==> src/verilog/controlUnit_config.svh <==
`ifndef CONTROLUNIT_CONFIG_SVH
`define CONTROLUNIT_CONFIG_SVH

// ****************************************
// Instruction word fields
// ****************************************

`define OPCODE_WIDTH 6       // Instruction bits 31:26
`define FUNCT_WIDTH 6        // Low bits of the offset field
`define OFFSET_WIDTH 16      // Instruction bits 15:0

// ****************************************
// Sequencer
// ****************************************

`define STEP_WIDTH 3         // Longest phase is fetch with six steps

`endif

==> src/verilog/isaPkg.sv <==
`include "controlUnit_config.svh"

package isaPkg;

    // ****************************************
    // Opcode and funct encodings
    // ****************************************

    typedef enum logic [`OPCODE_WIDTH-1:0] {
        opR    = 6'b000000,
        opJump = 6'b000010,
        opAddi = 6'b001000,
        opHalt = 6'b111111    // Freezes the unit until reset
    } opcodeT;

    typedef enum logic [`FUNCT_WIDTH-1:0] {
        fnSll = 6'b000000,
        fnAdd = 6'b100000,
        fnSub = 6'b100010,
        fnAnd = 6'b100100,
        fnSlt = 6'b101010
    } functT;

    // One class per execute sequence
    typedef enum logic [3:0] {
        clsAdd,
        clsSub,
        clsAnd,
        clsSll,
        clsSlt,
        clsAddi,
        clsJump,
        clsHalt,
        clsInvalid            // Refetch
    } instrClassT;

endpackage

==> src/verilog/controlPkg.sv <==
package controlPkg;

    // ****************************************
    // Sequencer phases
    // ****************************************

    typedef enum logic [3:0] {
        phFetch,              // Fetch, register read and decode
        phAdd,
        phSub,
        phAnd,
        phSll,
        phSlt,
        phAddi,
        phJump,
        phHalt
    } phaseT;

    // ****************************************
    // Datapath selects
    // ****************************************

    typedef enum logic [2:0] {
        aluNone = 3'b000,
        aluAdd  = 3'b001,
        aluSub  = 3'b010,
        aluAnd  = 3'b011,
        aluLess = 3'b111
    } aluOpT;

    typedef enum logic [1:0] {
        srcBRegB = 2'b00,
        srcBFour = 2'b01,     // PC increment
        srcBImm  = 2'b10      // Sign-extended offset
    } srcBT;

    typedef enum logic [1:0] {
        destRt = 2'b00,
        destRd = 2'b01
    } regDestT;

    // Write-back source
    typedef enum logic [3:0] {
        wbAluOut = 4'b0000,
        wbLess   = 4'b0100,
        wbShift  = 4'b1000
    } memToRegT;

    typedef enum logic [2:0] {
        shNone = 3'b000,
        shLoad = 3'b001,
        shLeft = 3'b010
    } shiftOpT;

endpackage

==> src/verilog/instrDecoder.sv <==
`timescale 1ns/1ps

module instrDecoder (
    input  isaPkg::opcodeT     opcode,
    input  isaPkg::functT      funct,
    output isaPkg::instrClassT instrClass
);
    import isaPkg::*;

    // ****************************************
    // R-type split by funct
    // ****************************************

    instrClassT rClass;

    always_comb begin
        case (funct)
            fnAdd:   rClass = clsAdd;
            fnSub:   rClass = clsSub;
            fnAnd:   rClass = clsAnd;
            fnSll:   rClass = clsSll;
            fnSlt:   rClass = clsSlt;
            default: rClass = clsInvalid;
        endcase
    end

    // ****************************************
    // Opcode map
    // ****************************************

    always_comb begin
        case (opcode)
            opR:     instrClass = rClass;
            opAddi:  instrClass = clsAddi;
            opJump:  instrClass = clsJump;
            opHalt:  instrClass = clsHalt;
            default: instrClass = clsInvalid;   // Unknown opcode
        endcase
    end

endmodule

==> src/verilog/stepSequencer.sv <==
`timescale 1ns/1ps
`include "controlUnit_config.svh"

module stepSequencer (
    input  logic                   clock,
    input  logic                   reset,
    input  isaPkg::instrClassT     instrClass,
    output controlPkg::phaseT      phase,
    output logic [`STEP_WIDTH-1:0] step
);
    import isaPkg::*;
    import controlPkg::*;

    localparam logic [`STEP_WIDTH-1:0] decodeStep = `STEP_WIDTH'(5);

    phaseT                  phaseNext;
    logic [`STEP_WIDTH-1:0] stepNext;
    logic [`STEP_WIDTH-1:0] lastStep;

    // Execute phase chosen at decode
    function automatic phaseT executePhase(input instrClassT cls);
        case (cls)
            clsAdd:  return phAdd;
            clsSub:  return phSub;
            clsAnd:  return phAnd;
            clsSll:  return phSll;
            clsSlt:  return phSlt;
            clsAddi: return phAddi;
            clsJump: return phJump;
            clsHalt: return phHalt;
            default: return phFetch;     // Invalid class refetches
        endcase
    endfunction

    // Final step of each execute phase
    always_comb begin
        case (phase)
            phAdd, phSub, phAnd, phAddi: lastStep = `STEP_WIDTH'(1);
            phSll:                       lastStep = `STEP_WIDTH'(2);
            default:                     lastStep = '0;   // slt and j
        endcase
    end

    always_comb begin
        phaseNext = phase;
        stepNext  = step + 1'b1;
        case (phase)
            phFetch: begin
                if (step == decodeStep) begin
                    phaseNext = executePhase(instrClass);
                    stepNext  = '0;
                end
            end
            phHalt: begin
                stepNext = step;                  // Frozen until reset
            end
            default: begin
                if (step == lastStep) begin
                    phaseNext = phFetch;
                    stepNext  = '0;
                end
            end
        endcase
    end

    always_ff @(posedge clock) begin
        if (reset) begin
            phase <= phFetch;
            step  <= '0;
        end else begin
            phase <= phaseNext;
            step  <= stepNext;
        end
    end

endmodule

==> src/verilog/controlWordGen.sv <==
`timescale 1ns/1ps
`include "controlUnit_config.svh"

module controlWordGen (
    input  logic                   reset,
    input  controlPkg::phaseT      phase,
    input  logic [`STEP_WIDTH-1:0] step,
    output logic                   pcWrite,
    output logic                   irWrite,
    output logic                   regWrite,
    output logic                   aWrite,
    output logic                   bWrite,
    output logic                   aluOutWrite,
    output logic                   srcASelect,
    output logic                   pcSource,
    output logic                   shiftAmtSelect,
    output logic                   shiftSrcSelect,
    output logic                   resetOut,
    output controlPkg::aluOpT      aluOp,
    output controlPkg::srcBT       srcBSelect,
    output controlPkg::regDestT    regDestSelect,
    output controlPkg::memToRegT   memToRegSelect,
    output controlPkg::shiftOpT    shiftOp
);
    import controlPkg::*;

    localparam logic [`STEP_WIDTH-1:0] pcStep      = `STEP_WIDTH'(3);
    localparam logic [`STEP_WIDTH-1:0] regReadStep = `STEP_WIDTH'(4);
    localparam logic [`STEP_WIDTH-1:0] writeStep   = `STEP_WIDTH'(1);
    localparam logic [`STEP_WIDTH-1:0] shiftLast   = `STEP_WIDTH'(2);

    always_comb begin
        pcWrite        = 1'b0;
        irWrite        = 1'b0;
        regWrite       = 1'b0;
        aWrite         = 1'b0;
        bWrite         = 1'b0;
        aluOutWrite    = 1'b0;
        srcASelect     = 1'b0;
        pcSource       = 1'b0;
        shiftAmtSelect = 1'b0;
        shiftSrcSelect = 1'b0;
        resetOut       = 1'b0;
        aluOp          = aluNone;
        srcBSelect     = srcBRegB;
        regDestSelect  = destRt;
        memToRegSelect = wbAluOut;
        shiftOp        = shNone;

        if (reset || phase == phHalt) begin
            resetOut = 1'b1;                       // Everything else stays low
        end else begin
            case (phase)
                // ****************************************
                // Fetch, register read, decode
                // ****************************************
                phFetch: begin
                    if (step <= pcStep) begin
                        aluOp      = aluAdd;       // PC + 4
                        srcBSelect = srcBFour;
                    end
                    if (step == pcStep) begin
                        pcWrite = 1'b1;
                        irWrite = 1'b1;
                    end
                    if (step == regReadStep) begin
                        aWrite     = 1'b1;
                        bWrite     = 1'b1;
                        srcBSelect = srcBFour;
                    end
                end

                // ****************************************
                // Execute
                // ****************************************
                phAdd, phSub, phAnd: begin
                    if (phase == phSub) begin
                        aluOp = aluSub;
                    end else if (phase == phAnd) begin
                        aluOp = aluAnd;
                    end else begin
                        aluOp = aluAdd;
                    end
                    aluOutWrite = 1'b1;
                    srcASelect  = 1'b1;
                    srcBSelect  = srcBRegB;
                    if (step == writeStep) begin
                        regWrite      = 1'b1;
                        regDestSelect = destRd;
                    end
                end
                phAddi: begin
                    aluOp      = aluAdd;
                    srcASelect = 1'b1;
                    if (step == writeStep) begin
                        regWrite      = 1'b1;
                        regDestSelect = destRt;
                    end else begin
                        aluOutWrite = 1'b1;
                        srcBSelect  = srcBImm;
                    end
                end
                phSll: begin
                    regDestSelect  = destRd;
                    memToRegSelect = wbShift;
                    if (step == '0) begin
                        shiftOp        = shLoad;   // Load rt, amount from shamt
                        shiftAmtSelect = 1'b1;
                        shiftSrcSelect = 1'b1;
                    end else begin
                        shiftOp  = shLeft;
                        regWrite = (step == shiftLast);
                    end
                end
                phSlt: begin
                    aluOp          = aluLess;
                    srcASelect     = 1'b1;
                    regDestSelect  = destRd;
                    memToRegSelect = wbLess;
                    regWrite       = 1'b1;
                end
                phJump: begin
                    pcWrite  = 1'b1;
                    pcSource = 1'b1;               // Jump target
                end
                default: ;
            endcase
        end
    end

endmodule

==> src/verilog/controlUnit.sv <==
`timescale 1ns/1ps
`include "controlUnit_config.svh"

module controlUnit (
    input  logic                     clock,
    input  logic                     reset,
    input  logic [`OPCODE_WIDTH-1:0] opcode,
    input  logic [`OFFSET_WIDTH-1:0] offset,
    output logic                     pcWrite,
    output logic                     irWrite,
    output logic                     regWrite,
    output logic                     aWrite,
    output logic                     bWrite,
    output logic                     aluOutWrite,
    output logic                     srcASelect,
    output logic                     pcSource,
    output logic                     shiftAmtSelect,
    output logic                     shiftSrcSelect,
    output logic                     resetOut,
    output controlPkg::aluOpT        aluOp,
    output controlPkg::srcBT         srcBSelect,
    output controlPkg::regDestT      regDestSelect,
    output controlPkg::memToRegT     memToRegSelect,
    output controlPkg::shiftOpT      shiftOp
);
    import isaPkg::*;
    import controlPkg::*;

    instrClassT             instrClass;
    phaseT                  phase;
    logic [`STEP_WIDTH-1:0] step;

    instrDecoder decoder_i (
        .opcode     (opcodeT'(opcode)),
        .funct      (functT'(offset[`FUNCT_WIDTH-1:0])),   // Only funct bits decode
        .instrClass (instrClass)
    );

    stepSequencer sequencer_i (
        .clock      (clock),
        .reset      (reset),
        .instrClass (instrClass),
        .phase      (phase),
        .step       (step)
    );

    controlWordGen wordGen_i (
        .reset          (reset),
        .phase          (phase),
        .step           (step),
        .pcWrite        (pcWrite),
        .irWrite        (irWrite),
        .regWrite       (regWrite),
        .aWrite         (aWrite),
        .bWrite         (bWrite),
        .aluOutWrite    (aluOutWrite),
        .srcASelect     (srcASelect),
        .pcSource       (pcSource),
        .shiftAmtSelect (shiftAmtSelect),
        .shiftSrcSelect (shiftSrcSelect),
        .resetOut       (resetOut),
        .aluOp          (aluOp),
        .srcBSelect     (srcBSelect),
        .regDestSelect  (regDestSelect),
        .memToRegSelect (memToRegSelect),
        .shiftOp        (shiftOp)
    );

endmodule

==> config.mk <==
export PLATFORM = sky130hd
export DESIGN_NAME = controlUnit
export DESIGN_NICKNAME = d
export VERILOG_FILES = /design/src/verilog/isaPkg.sv /design/src/verilog/controlPkg.sv /design/src/verilog/instrDecoder.sv /design/src/verilog/stepSequencer.sv /design/src/verilog/controlWordGen.sv /design/src/verilog/controlUnit.sv
export VERILOG_INCLUDE_DIRS = /design/src /design/src/verilog
export SDC_FILE = /design/constraint.sdc
export NUM_CORES = 1
export LEC_CHECK = 0
export BUFFER_PORTS_ARGS = -buffer_cell sky130_fd_sc_hd__buf_4
export CORE_MARGIN = 1.5
export CORE_UTILIZATION = 45
export CTS_CLUSTER_SIZE = 28
export DETAILED_ROUTE_END_ITERATION = 8
export PLACE_DENSITY = 0.78
export SYNTH_ARGS = -nofsm -noshare
export SYNTH_HDL_FRONTEND = slang
export SYNTH_SLANG_ARGS = --single-unit
==> constraint.sdc <==
create_clock -name clock -period 5.69 [get_ports clock]
set_input_delay 1.4225 -clock clock [delete_from_list [all_inputs] [get_ports clock]]
set_output_delay 1.4225 -clock clock [all_outputs]
set_load 0.02 [all_outputs]
Yosys cells after proc, flatten, opt, wreduce, memory -nomap -nowiden --
Memories as Yosys holds them, arrays and structs flattened. Cells that the tools add are included.
Storage, ports and cells: word-level logic and storage cells 90, output and inout bits 25, ROM bits 32, bits in registers 7, memories 1
Operators by class: reductions and logical operators 11, magnitude comparators 1, eq/ne operators 22, bitwise gates (word level) 1, muxes and demuxes 51, add/sub/neg operators 1
Memories:
- (name not given) | depth 8, width 4, read ports 1, clocked after memory_dff 0, write ports 0, RTL line stepSequencer.sv:22 | case (cls)
Operator list (number):
- $eq A6 B6 Y1 const B | 5
- $mux W1 | 24
- $pmux W4 S5 | 1
- $mux W3 | 6
- $eq A4 B3 Y1 const B | 4
- $mux W4 | 4
- $pmux W4 S2 | 2
- $pmux W4 S4 | 1
- $logic_not A6 Y1 | 2
- $pmux W2 S2 | 3
- $pmux W3 S4 | 1
- $mux W2 | 5
- $eq A4 B2 Y1 const B | 2
- $eq A3 B2 Y1 const B | 2
- $eq A3 B3 Y1 const B | 2
- $eq A6 B2 Y1 const B | 1
- $eq A6 B4 Y1 const B | 1
- $pmux W3 S2 | 1
- $reduce_or A5 Y1 | 1
- $eq A4 B1 Y1 const B | 1
- $eq A4 B4 Y1 const B | 1
- $logic_not A4 Y1 | 1
- $pmux W1 S2 | 2
- $reduce_or A4 Y1 | 1
- other kinds (13) | 13

Depth between registers and ports, before layout --
Gate-level depths: netlist (run 1). An unclocked memory read counts as a cell.
word-level depth 7, gate-level depth with buffers 8, depth with buffers taken out 8

By module --
Synthesis (run 1) repeated with hierarchy kept, for this count alone.
Second synthesis, totals: cells, all modules 143, area total of the unflattened synthesis 1034.7 um2
Modules (own cells, without submodules):
- stepSequencer | area each 437.9 um2, cells each 52, seq. area each 140.1 um2, times used 1
- controlWordGen | area each 421.7 um2, cells each 61, seq. area each 0.0 um2, times used 1
- instrDecoder | area each 175.2 um2, cells each 30, seq. area each 0.0 um2, times used 1

Worst setup path before layout (run 1) --
OpenSTA, ideal clock, no wires.
path type input to output, start input port reset, end output port bWrite, arrival 2803 ps, path buffers 1, stages 3, setup slack 1465 ps, cells stage by stage or3_1 nor4_1 buf_4
On the way: word-level cells in the longest chain between the ends 2
RTL lines:
- start, declared | RTL line controlUnit.sv:6 | input logic reset,
- $logic_or A1 B1 Y1 | RTL line controlWordGen.sv:50 | if (reset || phase == phHalt) begin
- $mux W1
- end, declared | RTL line controlUnit.sv:13 | output logic bWrite,
Every way passes these cells.

Final worst setup path (run 1) --
start input port reset, end output port srcBSelect[0]
On the way: word-level cells in the longest chain between the ends 2
RTL lines:
- $logic_or A1 B1 Y1 | RTL line controlWordGen.sv:50
- $mux W2 | RTL line controlWordGen.sv:50
- end, declared | RTL line controlUnit.sv:21 | output controlPkg::srcBT srcBSelect,
Every way passes these cells.

==> results by group, run 1 <==
Outcome
  • Run status: finished clean

CTS
  • Clock root buffer: sky130_fd_sc_hd__clkbuf_4
  • Hold buffer count at cts: 0
  • Clock tree from TritonCTS: done
  • Clock transition at the registers of the reported paths: 50 ps
  • Clock insertion delay at the later pin of the skew report: 260 ps
  • Cells resized by post-CTS repair: 0
  • Post-CTS setup buffer count: 0
  • Number of H-tree levels: 1
  • Maximum clock path buffer count: 2
  • TritonCTS sink count: 7
  • Number of buffers created by CTS: 3

Floorplan
  • Ports: 49
  • Row Count: 17
  • Die width: 50.55 µm
  • Die boundary height: 50.55 µm
  • Starting density of the core: 0.4689
  • Die Footprint: 2555 µm²
  • Core Footprint: 2170 µm²

Timing
  • Setup repair after global routing missed its margin: false
  • Share of the clock period used by the worst path after layout: 0.7221
  • Maximum achievable frequency: 0.2434 GHz
  • Setup TNS: 0 ps
  • Final Skew: 6.383 ps
  • Final period demand of the worst path: 4108 ps
  • Least setup slack across all paths after layout: 1582 ps
  • Final Slew Violations: 0
  • Final Hold Fails: 0
  • Number of setup violations in the final report: 0
  • Worst Tran Pin Value: 1051 ps
  • Normalized max-slew margin: 0.2895

Global route
  • Number of global-route vias before repair: 1007
  • Initial antenna violation count: 0
  • Global-route usage over all layers: 0.2139
  • First-pass GRT wire length: 4.167 mm
  • Maximum number of pins on one net before global-route repair: 18
  • Leftover overflow at the end of global routing: 0

Synthesis
  • Async set-reset flop share out of synthesis: 0
  • Number of synthesized flops with an enable pin: 0
  • Simple-Gate Fraction of Synth Area: 0.4084
  • Per-instance average area after synthesis: 7.113 µm²
  • Synth warn: 0
  • Top_reg_cell synth: sky130_fd_sc_hd__dfxtp_1
  • Synthesized instance count: 143
  • Post-synthesis compound-gate area fraction: 0.2411
  • Fraction of the mapped netlist area in adder cells: 0.08610
  • Largest family of logic cells by synthesized area: simple AND/OR/NAND/NOR gates
  • Post-synthesis mux area share: 0
  • Seq cells post-synth: 7
  • Unique masters post-synth: 42
  • Post-Synth XOR/XNOR Area: 0.01722
  • Cell area after technology mapping: 1017 µm²
  • Fraction of the yosys area taken by sequential cells: 0.1378

Pwr
  • Worst supply voltage drop on vdd: 0.0001279 V
  • Areal power density over the cells: 176.7 nW/µm²
  • Reported leakage power: 0.5870 nW

Layout
  • Antenna Cells: 0
  • Number of nets in the layout: 203
  • Share of post-route cells with drive strength above 1: 0.2807
  • Layout Area Growth over Synthesis: 23.86%

Worst setup path
  • Highest fanout seen on the critical path: 13
  • Startpoint type of the worst setup path: input port
  • Largest incremental delay on the critical path: 360 ps
  • Worst setup EP type: primary output
  • Ordered list of cells on the worst path: buf_4 -> or3_1 -> nor3_1 -> a21boi_0 -> buf_4
  • Setup Crit Path Kind: input port to primary output
  • Crit-path slowest cell: sky130_fd_sc_hd__or3_1
  • Worst flop-to-flop path endpoint: sequencer_i.step[0]
  • R2R Path Start: sequencer_i.phase[2]
  • R2r worst-path depth: 6
  • Most common cell on crit path: sky130_fd_sc_hd__buf_4
  • Arrival time at the worst endpoint: 2690 ps
  • Register-to-register setup slack: 3430 ps
  • Critical path required time: 4270 ps

Route
  • Wire length per cell after detailed routing: 12.59 µm
  • Remaining antenna violation count: 0
  • Highest routing layer actually used: met4
  • Post-Route WL: 2.506 mm
  • Post-DR vias/cell: 5.608
  • Number of vias after detailed routing: 1116
  • Drt first pass iters: 4
  • Number of violations reported at the end of detailed-routing iteration 0: 45
  • Routed length on met3: 139 µm
  • DR DRC count: 0
  • Met2 wire length: 1.331 mm
  • Routed length on met1: 982 µm

Placed design
  • Final weighted congestion in routability-driven placement: 0.8062
  • Number of buffer cells added on primary ports: 34
  • Worst slack, placed: 1609 ps
  • Detailed Place HPWL: 1.962 mm

Worst hold path
  • Hold Crit Depth: 2
  • Worst Hold Endpoint: sequencer_i.step[2]
  • Source of the worst hold timing path: sequencer_i.step[2]
  • Worst Hold Class: flip-flop to flip-flop

Job
  • Max-capacitance violation count: 0
[cell type report]
cell class | count | area (µm²)
Clock buffer | 4 | 26.28
Fill cell | 215 | 909.6
Inverter | 6 | 22.52
Multi-Input combinational cell | 120 | 780.7
Sequential cell | 7 | 140.1
Tap cell | 28 | 35.03
Timing Repair Buffer | 34 | 255.2
[synthesized netlist by cell type (2+ instances only)]
master | instances | share of area
sky130_fd_sc_hd__a21boi_0 | 2 | 0.015
sky130_fd_sc_hd__a21oi_1 | 12 | 0.059
sky130_fd_sc_hd__a311oi_1 | 2 | 0.017
sky130_fd_sc_hd__and3_1 | 6 | 0.037
sky130_fd_sc_hd__buf_2 | 2 | 0.0098
sky130_fd_sc_hd__buf_4 | 7 | 0.052
sky130_fd_sc_hd__clkbuf_1 | 3 | 0.011
sky130_fd_sc_hd__dfxtp_1 | 7 | 0.14
sky130_fd_sc_hd__ha_1 | 7 | 0.086
sky130_fd_sc_hd__inv_1 | 6 | 0.022
sky130_fd_sc_hd__nand2_1 | 12 | 0.044
sky130_fd_sc_hd__nand2b_1 | 2 | 0.012
sky130_fd_sc_hd__nand3_1 | 5 | 0.025
sky130_fd_sc_hd__nand3b_1 | 2 | 0.015
sky130_fd_sc_hd__nand4_1 | 3 | 0.018
sky130_fd_sc_hd__nor2_1 | 12 | 0.044
sky130_fd_sc_hd__nor2b_1 | 6 | 0.037
sky130_fd_sc_hd__nor3_1 | 5 | 0.025
sky130_fd_sc_hd__nor4_1 | 2 | 0.012
sky130_fd_sc_hd__o21ai_0 | 8 | 0.039
sky130_fd_sc_hd__o31ai_1 | 2 | 0.015
sky130_fd_sc_hd__or2_2 | 5 | 0.031
sky130_fd_sc_hd__or3_1 | 5 | 0.031
sky130_fd_sc_hd__xor2_1 | 2 | 0.017
[sequential cells by signal, indices dropped and copies added, names as in the netlist]
signal / cells
sequencer_i.step: 3
sequencer_i.phase: 4
[layer usage]
metal | vias to the layer above | track usage
li1 | 564 | -
met3 | 5 | 0.02976
met2 | 49 | 0.4145
met5 | - | 0
met4 | 0 | 0.1216
met1 | 498 | 0.2138
[where the power goes]
part           switching [mW]  internal (mW)
Combinational          0.0649         0.0466
Clock                  0.0188         0.0268
Sequential             0.0114         0.0540
[cells by family after synthesis]
logic type / after synthesis
XOR/XNOR: 2
buffers and inverters: 19
adder cells (fa/ha/maj): 7
AO/OA/AOI/OAI: 35
AND/OR/NAND/NOR: 72
other: 1
flip-flops: 7
[worst max-delay path: cells and delay by family]
| family | cells | cell delay (ps) |
|---|---|---|
| AOI/OAI and AO/OA | 1 | 240 |
| buffers and inverters | 2 | 330 |
| and+or+nand+nor | 2 | 690 |
[cell usage in the layout (no fill, tap or decap), types with 2 or more instances in the layout]
cell and count:
sky130_fd_sc_hd__buf_4 34, sky130_fd_sc_hd__nor2_1 12, sky130_fd_sc_hd__nand2_1 12, sky130_fd_sc_hd__a21oi_1 12, sky130_fd_sc_hd__o21ai_0 8, sky130_fd_sc_hd__ha_1 7
sky130_fd_sc_hd__dfxtp_1 7, sky130_fd_sc_hd__inv_1 6, sky130_fd_sc_hd__nor2b_1 6, sky130_fd_sc_hd__and3_1 6, sky130_fd_sc_hd__or3_1 5, sky130_fd_sc_hd__nor3_1 5
sky130_fd_sc_hd__or2_2 5, sky130_fd_sc_hd__nand3_1 5, sky130_fd_sc_hd__conb_1 4, sky130_fd_sc_hd__nand4_1 3, sky130_fd_sc_hd__clkbuf_4 3, sky130_fd_sc_hd__xor2_1 2
sky130_fd_sc_hd__a21boi_0 2, sky130_fd_sc_hd__nor4_1 2, sky130_fd_sc_hd__nand3b_1 2, sky130_fd_sc_hd__a311oi_1 2, sky130_fd_sc_hd__o31ai_1 2, sky130_fd_sc_hd__nand2b_1 2
[stage by stage]
step	cells	cell area (µm²)	hold WS, ps	utilization	power (mW)
2_1_floorplan	146	1028	494.7	-	0.1446
3_3_place_gp	195	1234	529.7	0.5686	0.1732
3_5_place_dp	195	1234	537.4	0.5686	0.1775
4_1_cts	199	1260	544.5	0.5807	0.2235
5_1_grt	199	1260	615.6	0.5807	0.2402
6_report	199	1260	545.2	0.5807	0.2226
[worst max-delay path by stage]
stage               slack [ps]       endpoint   from  cells past startpoint
floorplan                 1460         bWrite  reset                      3
global placement          1640  srcBSelect[0]  reset                      5
detailed placement        1610  srcBSelect[0]  reset                      5
CTS                       1610  srcBSelect[0]  reset                      5
global route              1520  srcBSelect[0]  reset                      5
finish                    1580  srcBSelect[0]  reset                      5
(Power assumes the default switching activity.)
==> inputs of run 2 (changes only) <==
- ABC_AREA: default -> 1
- CORE_UTILIZATION: 45 -> 42
- PLACE_DENSITY: 0.78 -> 0.76
- clock period: 5.69 -> 3.74 ns (I/O delays scaled with it)
==> run 2 against run 1 <==
  * Routed wire length fell by 6.5%
  * Die area rose by 12%
  * Flip-flop and latch count did not move
  * Area after synthesis rose by 5.5%
  * Critical path type unchanged
  * Largest cell class unchanged
  * Largest power group unchanged
==> results by group, run 2 <==
CTS
  • Cells resized by post-CTS repair: 0 (unchanged)
  • Hold buffer count at cts: 0 (unchanged)
  • Clock root buffer: sky130_fd_sc_hd__clkbuf_4
  • Maximum clock path buffer count: 2 (unchanged)
  • Clock tree from TritonCTS: done
  • TritonCTS sink count: 7 (unchanged)
  • Number of H-tree levels: 1 (unchanged)
  • Number of buffers created by CTS: 3 (unchanged)
  • Clock transition at the registers of the reported paths: 50 ps (about the same)
  • Clock insertion delay at the later pin of the skew report: 260 ps (about the same)
  • Post-CTS setup buffer count: 0 (unchanged)

Global route
  • First-pass GRT wire length: 3.850 mm (-7.6%)
  • Initial antenna violation count: 0 (unchanged)
  • Leftover overflow at the end of global routing: 0 (unchanged)
  • Global-route usage over all layers: 0.1807 (-0.03322)
  • Number of global-route vias before repair: 967 (-4.0%)
  • Maximum number of pins on one net before global-route repair: 15 (-3)

Worst setup path
  • Startpoint type of the worst setup path: input port
  • Crit-path slowest cell: sky130_fd_sc_hd__nor4_1
  • Critical path required time: 2800 ps (-1470 ps)
  • Worst setup EP type: primary output
  • R2r worst-path depth: 8 (+2)
  • Crit path max-delay family: buffers and inverters
  • Ordered list of cells on the worst path: buf_4 -> nor2_1 -> inv_2 -> nor4_1 -> buf_4
  • Worst flop-to-flop path endpoint: sequencer_i.phase[0]
  • R2R Path Start: sequencer_i.phase[0]
  • Worst Path Buf+Inv: 3 (+1)
  • Largest incremental delay on the critical path: 270 ps (-90 ps)
  • Most common cell on crit path: sky130_fd_sc_hd__buf_4
  • Highest fanout seen on the critical path: 14 (+1)
  • Register-to-register setup slack: 2070 ps (-1360 ps)
  • Setup Crit Path Kind: input port to primary output
  • Arrival time at the worst endpoint: 1920 ps (-770 ps)

Route
  • Number of violations reported at the end of detailed-routing iteration 0: 15 (-67%)
  • Post-Route WL: 2.342 mm (-6.5%)
  • DR DRC count: 0 (unchanged)
  • Post-DR vias/cell: 4.785 (-15%)
  • Number of vias after detailed routing: 1177 (+5.5%)
  • Drt first pass iters: 4 (unchanged)
  • Highest routing layer actually used: met4
  • Routed length on met3: 94 µm (-32%)
  • Wire length per cell after detailed routing: 9.520 µm (-24%)
  • Routed length on met1: 1.087 mm (+11%)
  • Remaining antenna violation count: 0 (unchanged)
  • Met2 wire length: 1.090 mm (-18%)

Synthesis
  • Portion of synthesized cell area occupied by the leading cell type: 0.1399 (+0.002099)
  • Unique masters post-synth: 27 (-36%)
  • Fraction of the yosys area taken by sequential cells: 0.1305 (-0.007225)
  • Cell area after technology mapping: 1074 µm² (+5.5%)
  • Top_reg_cell synth: sky130_fd_sc_hd__dfxtp_1
  • Seq cells post-synth: 7 (unchanged)
  • Synthesized instance count: 184 (+29%)
  • Synth warn: 0 (unchanged)
  • Dominant cell by count in the synthesized netlist: sky130_fd_sc_hd__nand2_1
  • Leading post-synthesis cells by instance count: 40 x sky130_fd_sc_hd__nand2_1, 28 x sky130_fd_sc_hd__nor2_1, 22 x sky130_fd_sc_hd__inv_1
  • Async set-reset flop share out of synthesis: 0 (unchanged)
  • Top cell type by total area after synthesis: sky130_fd_sc_hd__nand2_1
  • Per-instance average area after synthesis: 5.834 µm² (-18%)
  • Number of synthesized flops with an enable pin: 0 (unchanged)
  • Area contributors post-synth: sky130_fd_sc_hd__nand2_1 14%, sky130_fd_sc_hd__dfxtp_1 13%, sky130_fd_sc_hd__nor2_1 9.8%

Pwr
  • Reported leakage power: 0.7017 nW (+20%)
  • Net switching component of the power: 109.0 µW (+15%)
  • Worst supply voltage drop on vdd: 0.0001554 V (+22%)
  • Combinational share of power: 0.426 (-0.075)
  • Portion of total power attributed to sequential cells: 0.317 (+0.023)
  • Fraction of power spent switching nets: 0.3986 (-0.02870)
  • Internal power summed over all cells: 164.5 µW (+29%)
  • Areal power density over the cells: 205.8 nW/µm² (+16%)
  • Portion of total power attributed to the clock network: 0.257 (+0.052)

Layout
  • Sequential cell area: 140.1 µm² (unchanged)
  • Max FFs per register: 4 (unchanged)
  • Most flops, register: sequencer_i.phase
  • Share of post-route cells with drive strength above 1: 0.2639 (-0.01681)
  • Antenna Cells: 0 (unchanged)
  • Final standard cell count with taps included and fillers excluded: 246 (+24%)
  • Top flop regs: sequencer_i.phase: 4 flops, sequencer_i.step: 3 flops
  • Number of nets in the layout: 248 (+22%)
  • Layout Area Growth over Synthesis: 23.78% (about the same)
  • Final-layout fill cell count: 259 (+20%)
  • Highest-count cells in the layout ignoring fill and taps: 40 x sky130_fd_sc_hd__nand2_1, 34 x sky130_fd_sc_hd__buf_4, 28 x sky130_fd_sc_hd__nor2_1
  • Multi-input combinational cell area: 768.2 µm² (-1.6%)
  • Most frequent standard cell in the layout excluding fill and tap cells: sky130_fd_sc_hd__nand2_1

Placed design
  • Final weighted congestion in routability-driven placement: 0.8863 (+9.9%)
  • Worst slack, placed: 884.5 ps (-724.5 ps)
  • Number of buffer cells added on primary ports: 34 (unchanged)
  • Detailed Place HPWL: 1.931 mm (-1.5%)
  • Placed Instances: 242 (+24%)

Timing
  • Setup TNS: 0 ps (unchanged)
  • Final period demand of the worst path: 2851 ps
  • Setup repair after global routing missed its margin: false
  • Maximum achievable frequency: 0.3507 GHz
  • Final Hold Fails: 0 (unchanged)
  • Final Slew Violations: 0 (unchanged)
  • Least setup slack across all paths after layout: 888.7 ps (-692.8 ps)
  • Share of the clock period used by the worst path after layout: 0.7624
  • Final Skew: 0.8434 ps (-5.539 ps)
  • Number of setup violations in the final report: 0 (unchanged)

Worst hold path
  • Hold Crit Depth: 2 (unchanged)
  • Worst Hold Endpoint: sequencer_i.step[0]
  • Source of the worst hold timing path: sequencer_i.step[0]
  • Worst Hold Class: flip-flop to flip-flop

Floorplan
  • Core Footprint: 2455 µm² (+13%)
  • Row Count: 18 (+1)
  • Die width: 53.56 µm (+6.0%)
  • Starting density of the core: 0.4373 (-0.03155)
  • Ports: 49 (unchanged)
  • Die Footprint: 2868 µm² (+12%)
  • Die boundary height: 53.56 µm (+6.0%)

Outcome
  • Run status: finished clean

Job
  • Max-capacitance violation count: 0 (unchanged)
[run 2: cell count changes in the layout (fill, tap and decap cells not counted), sizes merged, moves of 6 or more]
cell,previous run,this run
nand3,5,22
inv,6,27
nor2b,6,0
nor2,12,33
nand2,12,43
and3,6,0
[run 2: worst max path at each step]
stage / from / to / slack (ps) / cells after the start
floorplan: reset / bWrite / 640 / 4
global placement: reset / bWrite / 880 / 5
detailed placement: reset / aWrite / 880 / 5
CTS: reset / aWrite / 880 / 5
global route: sequencer_i.phase[0] / bWrite / 700 / 7
finish: reset / bWrite / 890 / 5
[run 2: final cells by class]
cell class,instances,area share
Timing Repair Buffer,34,0.1921
Multi-Input combinational cell,144,0.5782
Inverter,27,0.07627
Clock buffer,4,0.01977
Sequential cell,7,0.1055
Tap cell,30,0.02825
[run 2: worst register-to-register path, delay by kind of cell, from the launching register on]
kind            cells  cell delay (ps)
flops               1              400
simple gates        5              820
buf+inv             2              280
compound gates      1               60
[run 2: cells by family after synthesis]
| group | synth area share |
|---|---|
| flops | 0.1305 |
| compound gates | 0.1632 |
| fa+ha+maj | 0.08158 |
| other cells | 0.003493 |
| simple gates | 0.4569 |
| buf+inv | 0.1643 |
[run 2: layer usage]
metal	global-route usage	vias to the layer above
li1	-	646
met1	0.2260	492
met2	0.3025	32
met3	0.01111	7
met4	0.1111	0
met5	0	-
[run 2: power by group through the flow]
stage	clock (mW)	combinational, mW	sequential [mW]
after global placement	0	0.116	0.0883
after detailed placement	0	0.116	0.0882
after floorplan	0	0.0856	0.0861
after CTS	0.0734	0.116	0.0865
final	0.0704	0.116	0.0867
after global routing	0.0812	0.133	0.0877
[run 2: per-stage QoR]
step / utilization / area, µm² / hold WS [ps] / power, mW
finish: 0.5413 / 1329 / 537.1 / 0.2735
global route: 0.5413 / 1329 / 576.4 / 0.3017
CTS: 0.5413 / 1329 / 534.5 / 0.2764
detailed placement: 0.5306 / 1303 / 524.9 / 0.2042
global placement: 0.5306 / 1303 / 526.9 / 0.2039
floorplan: - / 1085 / 484.1 / 0.1717
